### src/common/rv_pkg.sv
`default_nettype none

package rv_pkg;

	// datapath and address width
	localparam int xlen = 32;
	localparam int reg_addr_w = 5;
	localparam int num_regs = 32;

	// pc step per instruction
	localparam logic [xlen-1:0] instr_bytes = 4;

	// memory mapped switches on load, leds on store
	localparam logic [xlen-1:0] io_addr = 32'h0000_A000;
	localparam int led_w = 8;

	// major opcodes, bits 6:0 of the instruction
	typedef enum logic [6:0] {
		op     = 7'b0110011,
		op_imm = 7'b0010011,
		load   = 7'b0000011,
		store  = 7'b0100011,
		branch = 7'b1100011,
		lui    = 7'b0110111
	} opcode_e;

	// multicycle sequence
	typedef enum logic [2:0] {
		st_fetch,
		st_decode,
		st_execute,
		st_mem,
		st_dest
	} core_state_e;

	typedef struct packed {
		opcode_e opcode;
		logic [2:0] funct3;
		// instr bit 30, sub and sra
		logic alt;
		logic [reg_addr_w-1:0] rd;
		logic [reg_addr_w-1:0] rs1;
		logic [reg_addr_w-1:0] rs2;
		// sign extended, format picked by opcode
		logic [xlen-1:0] imm;
	} decoded_t;

	typedef struct packed {
		logic [xlen-1:0] rs1_val;
		logic [xlen-1:0] rs2_val;
	} operands_t;

	typedef struct packed {
		logic taken;
		logic [xlen-1:0] target;
	} branch_t;

endpackage

`default_nettype wire

### src/core/rv_decode.sv
`default_nettype none

module rv_decode (
	input  wire logic                    clk,
	input  wire logic                    reset,
	input  wire logic                    i_load_ir,
	input  wire logic [rv_pkg::xlen-1:0] i_instr,
	output rv_pkg::decoded_t             o_dec
);

	// instruction register
	logic [rv_pkg::xlen-1:0] ir;
	rv_pkg::opcode_e opcode;

	// loaded at the edge that ends fetch, held until the next fetch
	always_ff @(posedge clk or posedge reset) begin
		if (reset) begin
			ir <= '0;
		end else if (i_load_ir) begin
			ir <= i_instr;
		end
	end

	assign opcode = rv_pkg::opcode_e'(ir[6:0]);

	// fields sit at fixed positions for every format
	always_comb begin
		o_dec.opcode = opcode;
		o_dec.funct3 = ir[14:12];
		o_dec.alt = ir[30];
		o_dec.rd = ir[11:7];
		o_dec.rs1 = ir[19:15];
		o_dec.rs2 = ir[24:20];
		// immediate by format
		case (opcode)
			// I type
			rv_pkg::op_imm, rv_pkg::load: begin
				o_dec.imm = {{20{ir[31]}}, ir[31:20]};
			end
			// S type, split field
			rv_pkg::store: begin
				o_dec.imm = {{20{ir[31]}}, ir[31:25], ir[11:7]};
			end
			// B type, bit 0 always zero
			rv_pkg::branch: begin
				o_dec.imm = {{19{ir[31]}}, ir[31], ir[7], ir[30:25], ir[11:8], 1'b0};
			end
			// U type
			rv_pkg::lui: begin
				o_dec.imm = {ir[31:12], 12'b0};
			end
			// R type has none
			default: begin
				o_dec.imm = '0;
			end
		endcase
	end

	// at least decode and execute sit between two fetches
	a_ir_spacing: assert property (@(posedge clk) disable iff (reset)
		i_load_ir |=> !i_load_ir);

endmodule

`default_nettype wire

### src/core/rv_regfile.sv
`default_nettype none

module rv_regfile (
	input  wire logic                    clk,
	input  wire logic                    reset,
	input  rv_pkg::decoded_t             i_dec,
	input  wire logic                    i_we,
	input  wire logic [rv_pkg::xlen-1:0] i_wr_data,
	output rv_pkg::operands_t            o_ops
);

	logic [rv_pkg::xlen-1:0] regs [rv_pkg::num_regs];

	// write port, x0 never written
	always_ff @(posedge clk or posedge reset) begin
		if (reset) begin
			for (int i = 0; i < rv_pkg::num_regs; i++) begin
				regs[i] <= '0;
			end
		end else if (i_we && i_dec.rd != '0) begin
			regs[i_dec.rd] <= i_wr_data;
		end
	end

	// async read on decoded indices
	assign o_ops.rs1_val = regs[i_dec.rs1];
	assign o_ops.rs2_val = regs[i_dec.rs2];

	// a writeback aimed at x0 leaves it zero
	a_x0_zero: assert property (@(posedge clk) disable iff (reset)
		(i_we && i_dec.rd == '0) |=> (regs[0] == '0));

endmodule

`default_nettype wire

### src/core/rv_alu.sv
`default_nettype none

module rv_alu (
	input  rv_pkg::decoded_t             i_dec,
	input  rv_pkg::operands_t            i_ops,
	output logic [rv_pkg::xlen-1:0]      o_result
);

	logic [rv_pkg::xlen-1:0] a;
	logic [rv_pkg::xlen-1:0] b;
	logic [4:0] shamt;
	logic is_op;

	assign is_op = i_dec.opcode == rv_pkg::op;
	assign a = i_ops.rs1_val;
	// register operand for R type, immediate otherwise
	assign b = is_op ? i_ops.rs2_val : i_dec.imm;
	assign shamt = b[4:0];

	always_comb begin
		if (i_dec.opcode == rv_pkg::lui) begin
			// upper immediate passes straight through
			o_result = i_dec.imm;
		end else begin
			case (i_dec.funct3)
				// add, addi; sub only in R type
				3'd0: o_result = (is_op && i_dec.alt) ? a - b : a + b;
				3'd1: o_result = a << shamt;
				// slt, slti
				3'd2: o_result = ($signed(a) < $signed(b)) ? 1 : 0;
				// sltu, sltiu
				3'd3: o_result = (a < b) ? 1 : 0;
				3'd4: o_result = a ^ b;
				// bit 30 picks arithmetic shift for both forms
				3'd5: begin
					if (i_dec.alt) begin
						o_result = $signed(a) >>> shamt;
					end else begin
						o_result = a >> shamt;
					end
				end
				3'd6: o_result = a | b;
				default: o_result = a & b;
			endcase
		end
	end

endmodule

`default_nettype wire

### src/core/rv_branch.sv
`default_nettype none

module rv_branch (
	input  rv_pkg::decoded_t             i_dec,
	input  rv_pkg::operands_t            i_ops,
	input  wire logic [rv_pkg::xlen-1:0] i_pc,
	output rv_pkg::branch_t              o_br
);

	logic cond;

	// condition by funct3
	always_comb begin
		case (i_dec.funct3)
			3'd0: cond = i_ops.rs1_val == i_ops.rs2_val;
			3'd1: cond = i_ops.rs1_val != i_ops.rs2_val;
			3'd4: cond = $signed(i_ops.rs1_val) < $signed(i_ops.rs2_val);
			3'd5: cond = $signed(i_ops.rs1_val) >= $signed(i_ops.rs2_val);
			3'd6: cond = i_ops.rs1_val < i_ops.rs2_val;
			3'd7: cond = i_ops.rs1_val >= i_ops.rs2_val;
			// 2 and 3 are not branches
			default: cond = 1'b0;
		endcase
	end

	assign o_br.taken = cond && (i_dec.opcode == rv_pkg::branch);
	// pc already stepped past this instruction
	assign o_br.target = i_pc - rv_pkg::instr_bytes + i_dec.imm;

endmodule

`default_nettype wire

### src/core/rv_control.sv
`default_nettype none

module rv_control (
	input  wire logic                    clk,
	input  wire logic                    reset,
	input  rv_pkg::decoded_t             i_dec,
	input  rv_pkg::operands_t            i_ops,
	input  wire logic [rv_pkg::xlen-1:0] i_result,
	input  rv_pkg::branch_t              i_br,
	input  wire logic [rv_pkg::xlen-1:0] i_ld_data,
	output logic                         o_fetch,
	output logic [rv_pkg::xlen-1:0]      o_pc_addr,
	output logic                         o_load_ir,
	output logic                         o_ld,
	output logic                         o_st,
	output logic [rv_pkg::xlen-1:0]      o_ls_addr,
	output logic [rv_pkg::xlen-1:0]      o_st_data,
	output logic                         o_rf_we,
	output logic [rv_pkg::xlen-1:0]      o_rf_data
);

	rv_pkg::core_state_e state;
	rv_pkg::core_state_e state_nxt;
	logic [rv_pkg::xlen-1:0] pc;
	logic [rv_pkg::xlen-1:0] result_q;
	logic [rv_pkg::xlen-1:0] ld_q;
	logic [rv_pkg::xlen-1:0] ls_addr_q;
	logic [rv_pkg::xlen-1:0] st_data_q;
	logic is_load;
	logic is_store;
	logic is_branch;
	logic writes_rd;

	assign is_load = i_dec.opcode == rv_pkg::load;
	assign is_store = i_dec.opcode == rv_pkg::store;
	assign is_branch = i_dec.opcode == rv_pkg::branch;
	// everything kept except branch and store has a destination
	assign writes_rd = is_load || i_dec.opcode == rv_pkg::op ||
		i_dec.opcode == rv_pkg::op_imm || i_dec.opcode == rv_pkg::lui;

	// next state
	always_comb begin
		state_nxt = state;
		case (state)
			rv_pkg::st_fetch: state_nxt = rv_pkg::st_decode;
			rv_pkg::st_decode: state_nxt = rv_pkg::st_execute;
			rv_pkg::st_execute: begin
				// branches finish here
				if (is_branch) begin
					state_nxt = rv_pkg::st_fetch;
				end else if (is_load || is_store) begin
					state_nxt = rv_pkg::st_mem;
				end else begin
					state_nxt = rv_pkg::st_dest;
				end
			end
			rv_pkg::st_mem: state_nxt = rv_pkg::st_dest;
			default: state_nxt = rv_pkg::st_fetch;
		endcase
	end

	// state and pc
	always_ff @(posedge clk or posedge reset) begin
		if (reset) begin
			state <= rv_pkg::st_fetch;
			pc <= '0;
		end else begin
			state <= state_nxt;
			if (state == rv_pkg::st_fetch) begin
				pc <= pc + rv_pkg::instr_bytes;
			end else if (state == rv_pkg::st_execute && i_br.taken) begin
				pc <= i_br.target;
			end
		end
	end

	// execute results held for mem and dest
	always_ff @(posedge clk) begin
		if (state == rv_pkg::st_execute) begin
			result_q <= i_result;
			ls_addr_q <= i_ops.rs1_val + i_dec.imm;
			st_data_q <= i_ops.rs2_val;
		end
		// load data comes back in the same cycle as the pulse
		if (o_ld) begin
			ld_q <= i_ld_data;
		end
	end

	assign o_fetch = state == rv_pkg::st_fetch;
	assign o_pc_addr = pc;
	// ir captures on the same edge the pc steps
	assign o_load_ir = o_fetch;
	assign o_ld = state == rv_pkg::st_mem && is_load;
	assign o_st = state == rv_pkg::st_mem && is_store;
	assign o_ls_addr = ls_addr_q;
	assign o_st_data = st_data_q;
	assign o_rf_we = state == rv_pkg::st_dest && writes_rd;
	// writeback select
	assign o_rf_data = is_load ? ld_q : result_q;

	a_ld_st_excl: assert property (@(posedge clk) disable iff (reset)
		o_ld |-> !o_st);

endmodule

`default_nettype wire

### src/hw/rv_io_top.sv
`default_nettype none

module rv_io_top (
	input  wire logic                     clk,
	input  wire logic                     reset,
	input  wire logic [rv_pkg::xlen-1:0]  i_instr,
	input  wire logic [rv_pkg::led_w-1:0] i_sw,
	output logic                          o_fetch,
	output logic [rv_pkg::xlen-1:0]       o_pc_addr,
	output logic [rv_pkg::led_w-1:0]      o_led
);

	rv_pkg::decoded_t dec;
	rv_pkg::operands_t ops;
	rv_pkg::branch_t br;
	logic [rv_pkg::xlen-1:0] alu_result;
	logic [rv_pkg::xlen-1:0] ld_data;
	logic [rv_pkg::xlen-1:0] ls_addr;
	logic [rv_pkg::xlen-1:0] st_data;
	logic [rv_pkg::xlen-1:0] rf_data;
	logic load_ir;
	logic ld;
	logic st;
	logic rf_we;
	logic is_io;
	logic [rv_pkg::led_w-1:0] sw_q;
	logic [rv_pkg::led_w-1:0] led_q;

	rv_decode u_decode (
		.clk       (clk),
		.reset     (reset),
		.i_load_ir (load_ir),
		.i_instr   (i_instr),
		.o_dec     (dec)
	);

	rv_regfile u_regfile (
		.clk       (clk),
		.reset     (reset),
		.i_dec     (dec),
		.i_we      (rf_we),
		.i_wr_data (rf_data),
		.o_ops     (ops)
	);

	// alu and branch evaluate side by side
	rv_alu u_alu (
		.i_dec    (dec),
		.i_ops    (ops),
		.o_result (alu_result)
	);

	rv_branch u_branch (
		.i_dec (dec),
		.i_ops (ops),
		.i_pc  (o_pc_addr),
		.o_br  (br)
	);

	rv_control u_control (
		.clk       (clk),
		.reset     (reset),
		.i_dec     (dec),
		.i_ops     (ops),
		.i_result  (alu_result),
		.i_br      (br),
		.i_ld_data (ld_data),
		.o_fetch   (o_fetch),
		.o_pc_addr (o_pc_addr),
		.o_load_ir (load_ir),
		.o_ld      (ld),
		.o_st      (st),
		.o_ls_addr (ls_addr),
		.o_st_data (st_data),
		.o_rf_we   (rf_we),
		.o_rf_data (rf_data)
	);

	// only one mapped word, everything else reads zero
	assign is_io = ls_addr == rv_pkg::io_addr;
	assign ld_data = (ld && is_io) ?
		{{(rv_pkg::xlen - rv_pkg::led_w){1'b0}}, sw_q} : '0;

	// switches sampled every cycle, leds on store to io_addr
	always_ff @(posedge clk or posedge reset) begin
		if (reset) begin
			sw_q <= '0;
			led_q <= '0;
		end else begin
			sw_q <= i_sw;
			if (st && is_io) begin
				// low byte of the store word
				led_q <= st_data[rv_pkg::led_w-1:0];
			end
		end
	end

	assign o_led = led_q;

endmodule

`default_nettype wire

### config.mk
export PLATFORM = sky130hd
export DESIGN_NAME = rv_io_top
export DESIGN_NICKNAME = d
export VERILOG_FILES = /design/src/common/rv_pkg.sv /design/src/core/rv_decode.sv /design/src/core/rv_regfile.sv /design/src/core/rv_alu.sv /design/src/core/rv_branch.sv /design/src/core/rv_control.sv /design/src/hw/rv_io_top.sv
export SDC_FILE = /design/constraint.sdc
export NUM_CORES = 2
export LEC_CHECK = 0
export ABC_AREA = 1
export BUFFER_PORTS_ARGS = -buffer_cell sky130_fd_sc_hd__buf_4
export CORE_UTILIZATION = 34
export CTS_CLUSTER_DIAMETER = 40
export DETAILED_ROUTE_END_ITERATION = 10
export GPL_ROUTABILITY_DRIVEN = 0
export PLACE_DENSITY = 0.47
export SETUP_SLACK_MARGIN = 0.1
export SKIP_LAST_GASP = 1
export SYNTH_ARGS = -nofsm -noshare
export SYNTH_HDL_FRONTEND = slang
export SYNTH_SLANG_ARGS = --single-unit
### constraint.sdc
create_clock -name clk -period 40.8 [get_ports clk]
set_clock_uncertainty 0.2 [all_clocks]
set_input_delay 4.08 -clock clk [delete_from_list [all_inputs] [get_ports clk]]
set_output_delay 4.08 -clock clk [all_outputs]
set_load 0.02 [all_outputs]
==> flow_metrics.tcl <==
set metrics [dict create \
    clkSinkCount 1187 \
    final_area_um2 86400 \
    row_count 173 \
    synth_compound_area_share_pct 19.4 \
    async_flop_share_pct 93.3 \
    antenna_found_initial 15 \
    synth.distinct_cells 59 \
    cts_resized 0 \
    max-cap-violations 0 \
    grt_usage_pct 30.9 \
    power_density_nw_per_um2 89.4 \
    cts_setup_buffers 0 \
    syn_nets 11100 \
    die_x_um 475 \
    drc 0 \
    crit_path_start_kind "flop" \
    synthAdderAreaFrac_pct 3.76 \
    hold_violations 0 \
    hold_depth 0 \
    required_ns 41.17 \
    wl_um 356000 \
    tightest_slew_ns 1.18 \
    design.core.area_um2 222000 \
    numPortBuffers 82 \
    crit_fanout 67 \
    insertion_delay_ns 0.93 \
    dieArea_um2 225000 \
    htreeDepth 4 \
    ys_seq_area_share_pct 39.6 \
    final_cell_mix "nand2_1 (3,147), o21ai_0 (1,734), nand3_1 (1,155), dfrtp_1 (1,097), nor2_1 (745)" \
    synthMuxAreaShare_pct 0.224 \
    synth_top_family_by_area "simple AND/OR/NAND/NOR gates" \
    crit_arrival_ns 9.77 \
    syn-mean-instance-area_um2 6.98 \
    nets 10700 \
    end_kind "flop" \
    dr.pass1.iters 7 \
    grt_pass1_wl_um 516000 \
    synthesis.area_um2 76000 \
    cts_max_path_buffers 3 \
    fillers 23400 \
    status "finished, final reports clean" \
    hold_path_class "reg -> reg" \
    wl_per_cell_um 26.1 \
    drive_above_1_share_pct 7.50 \
    viasPerCell 5.80 \
    crit_type "reg -> reg" \
    ys.flop_type "dfrtp_1" \
    hold_start "u_regfile.regs[996]" \
    slew_viol_final 0 \
    p_total_mw 7.72 \
    synth.top_cell.area_share_pct 36.5 \
    synth_seq_cells 1187 \
    ant_nets 0 \
    cts_buffers 225 \
    grt_max_degree 187 \
    worstReg2RegEnd "u_control.result_q[14]" \
    die_h_um 475 \
    cts_tree "built" \
    relSlewSlack_pct 21.6 \
    ir_drop_mv 0.0981 \
    tns_ns 0 \
    hold_buffers 0 \
    period_share_pct 23.0 \
    period_needed_ns 9.39 \
    layout_commonest_cell "nand2_1" \
    rr_startpoint "u_decode.ir[21]" \
    area_delta_synth_final_pct 13.7 \
    synth-warning-count 0 \
    start_util_pct 34.2 \
    max_freq_ghz 0.106 \
    hold_end "u_regfile.regs[996]" \
    yosys-top-cells-area "dfrtp_1 (36%), nand2_1 (16%), o21ai_0 (11%)" \
    postSynthCellCount 10900 \
    post-synth-top-area-cell "dfrtp_1" \
    setup_viol 0 \
    cts.clk_slew.worst_paths_ns 0.05 \
    ioPinCount 83 \
    dpl.hpwl_um 219000 \
    dr.first_iter.drc_count 9558 \
    overflow 0 \
    worst_r2r_path_depth 27 \
    synth_xor_area_share_pct 0.945 \
    grt_pass1_vias 73800 \
    ff2ff_setup_slack_ns 31.41 \
    place_area_um2 78200 \
    rsz0062_at_grt "no" \
    synth-simple-area-share_pct 28.4 \
    vias 79100 \
    p_leak_nw 38.5 \
    synth_enable_flop_cells 80 \
    cts-root-buf "clkbuf_16" \
]
logic make-up (layout without fill, tap and decap cells):
logic type,after synthesis,count (layout)
AO/OA/AOI/OAI,2692,2692
adder cells (fa/ha/maj),226,226
AND/OR/NAND/NOR,5260,5260
XOR/XNOR,82,82
other,0,6
flip-flops,1187,1187
buffers and inverters,1418,1194
multiplexers,16,16
through the flow:
| stage | utilization, % | hold WS [ns] | std cells | worst slack, ns |
|---|---|---|---|---|
| CTS | 38.9 | 0.187 | 13600 | 31.62 |
| global placement | 35.2 | 0.171 | 13200 | 31.68 |
| global route | 38.9 | 0.203 | 13600 | 30.99 |
| finish | 38.9 | 0.185 | 13600 | 31.41 |
| detailed placement | 35.2 | 0.176 | 13200 | 31.65 |
| floorplan | - | 0.229 | 10900 | 5.35 |
layer usage:
layer  part of all wire (%)  wire length (µm)  GRT usage, %
met3                    9.1             32200          6.07
met1                     43            152000          42.5
met2                     43            152000          45.9
met4                    5.4             19200          15.4
met5                  0.022                77             0
flip-flops by register name, summed over array words and instances (netlist names):
signal,flops
u_control.o_st_data,8
u_control.state,3
u_control.o_ls_addr,32
u_control.o_pc_addr,32
o_led,8
u_regfile.regs,1024
u_control.ld_q,8
u_decode.ir,32
sw_q,8
u_control.result_q,32
cell usage after synthesis (22+ instances only):
| master | number |
|---|---|
| dfrtp_1 | 1107 |
| o22ai_1 | 56 |
| o31ai_1 | 45 |
| buf_2 | 237 |
| buf_1 | 64 |
| nor4_1 | 30 |
| o21ai_0 | 1735 |
| o211ai_1 | 64 |
| nand2_1 | 3176 |
| nand4_1 | 41 |
| a32o_1 | 22 |
| ha_1 | 222 |
| a21oi_1 | 441 |
| inv_1 | 506 |
| a31oi_1 | 40 |
| clkbuf_1 | 554 |
| edfxtp_1 | 80 |
| xor2_1 | 62 |
| nor2_1 | 747 |
| o21ai_1 | 64 |
| o221ai_1 | 155 |
| buf_4 | 30 |
| nor3_1 | 38 |
| or2_2 | 44 |
| nand3_1 | 1155 |
layout make-up:
type | instances | area (µm²) | area share [%]
clock buffer | 265 | 6030 | 6.98
clock inverter | 161 | 2080 | 2.41
antenna | 6 | 15.0 | 0.0174
timing repair buffer | 238 | 1920 | 2.23
sequential | 1187 | 30100 | 34.9
multi-input combinational | 8276 | 40400 | 46.8
tap | 2975 | 3720 | 4.31
inverter | 530 | 2040 | 2.36
critical path, cell delays in order (launching register included):
cell	delay [ns]
dfrtp_4	0.94
buf_4	0.77
buf_4	0.59
buf_4	0.56
o21ai_0	0.19
o221ai_1	0.22
nand3_1	0.11
nand3_1	0.11
nand2_1	0.21
nand2_1	0.24
nand2_2	0.52
buf_4	0.48
inv_2	0.08
buf_4	0.57
ha_1	0.38
a21oi_1	0.07
nand2_1	0.12
a21oi_1	0.12
o21ai_0	0.40
a21oi_1	0.22
o21ai_0	0.67
o21bai_1	0.14
o21ai_0	0.17
nand2_1	0.14
nor2_1	0.11
nand2_1	0.16
nand3_1	0.11
nand2_1	0.19
how the worst max path moves through the flow:
stage / from / endpoint / slack (ns) / cells after the start
after floorplan: reset / o_led[0] / 5.35 / 1
after global placement: reset / u_regfile.regs[207] / 31.68 / 7
after detailed placement: reset / u_regfile.regs[207] / 31.65 / 7
after CTS: u_decode.ir[15] / u_control.o_pc_addr[20] / 31.62 / 30
after global routing: u_decode.ir[15] / u_control.o_pc_addr[2] / 30.99 / 30
final: u_decode.ir[21] / u_control.result_q[14] / 31.41 / 27
power by group:
| part | total, mW | internal [mW] | switching [mW] |
|---|---|---|---|
| combinational | 4.29 | 1.12 | 3.17 |
| clock | 1.99 | 1.26 | 0.733 |
| sequential | 1.44 | 1.31 | 0.135 |
| total | 7.72 | 3.68 | 4.04 |
Power figures use the tool's default switching activity.
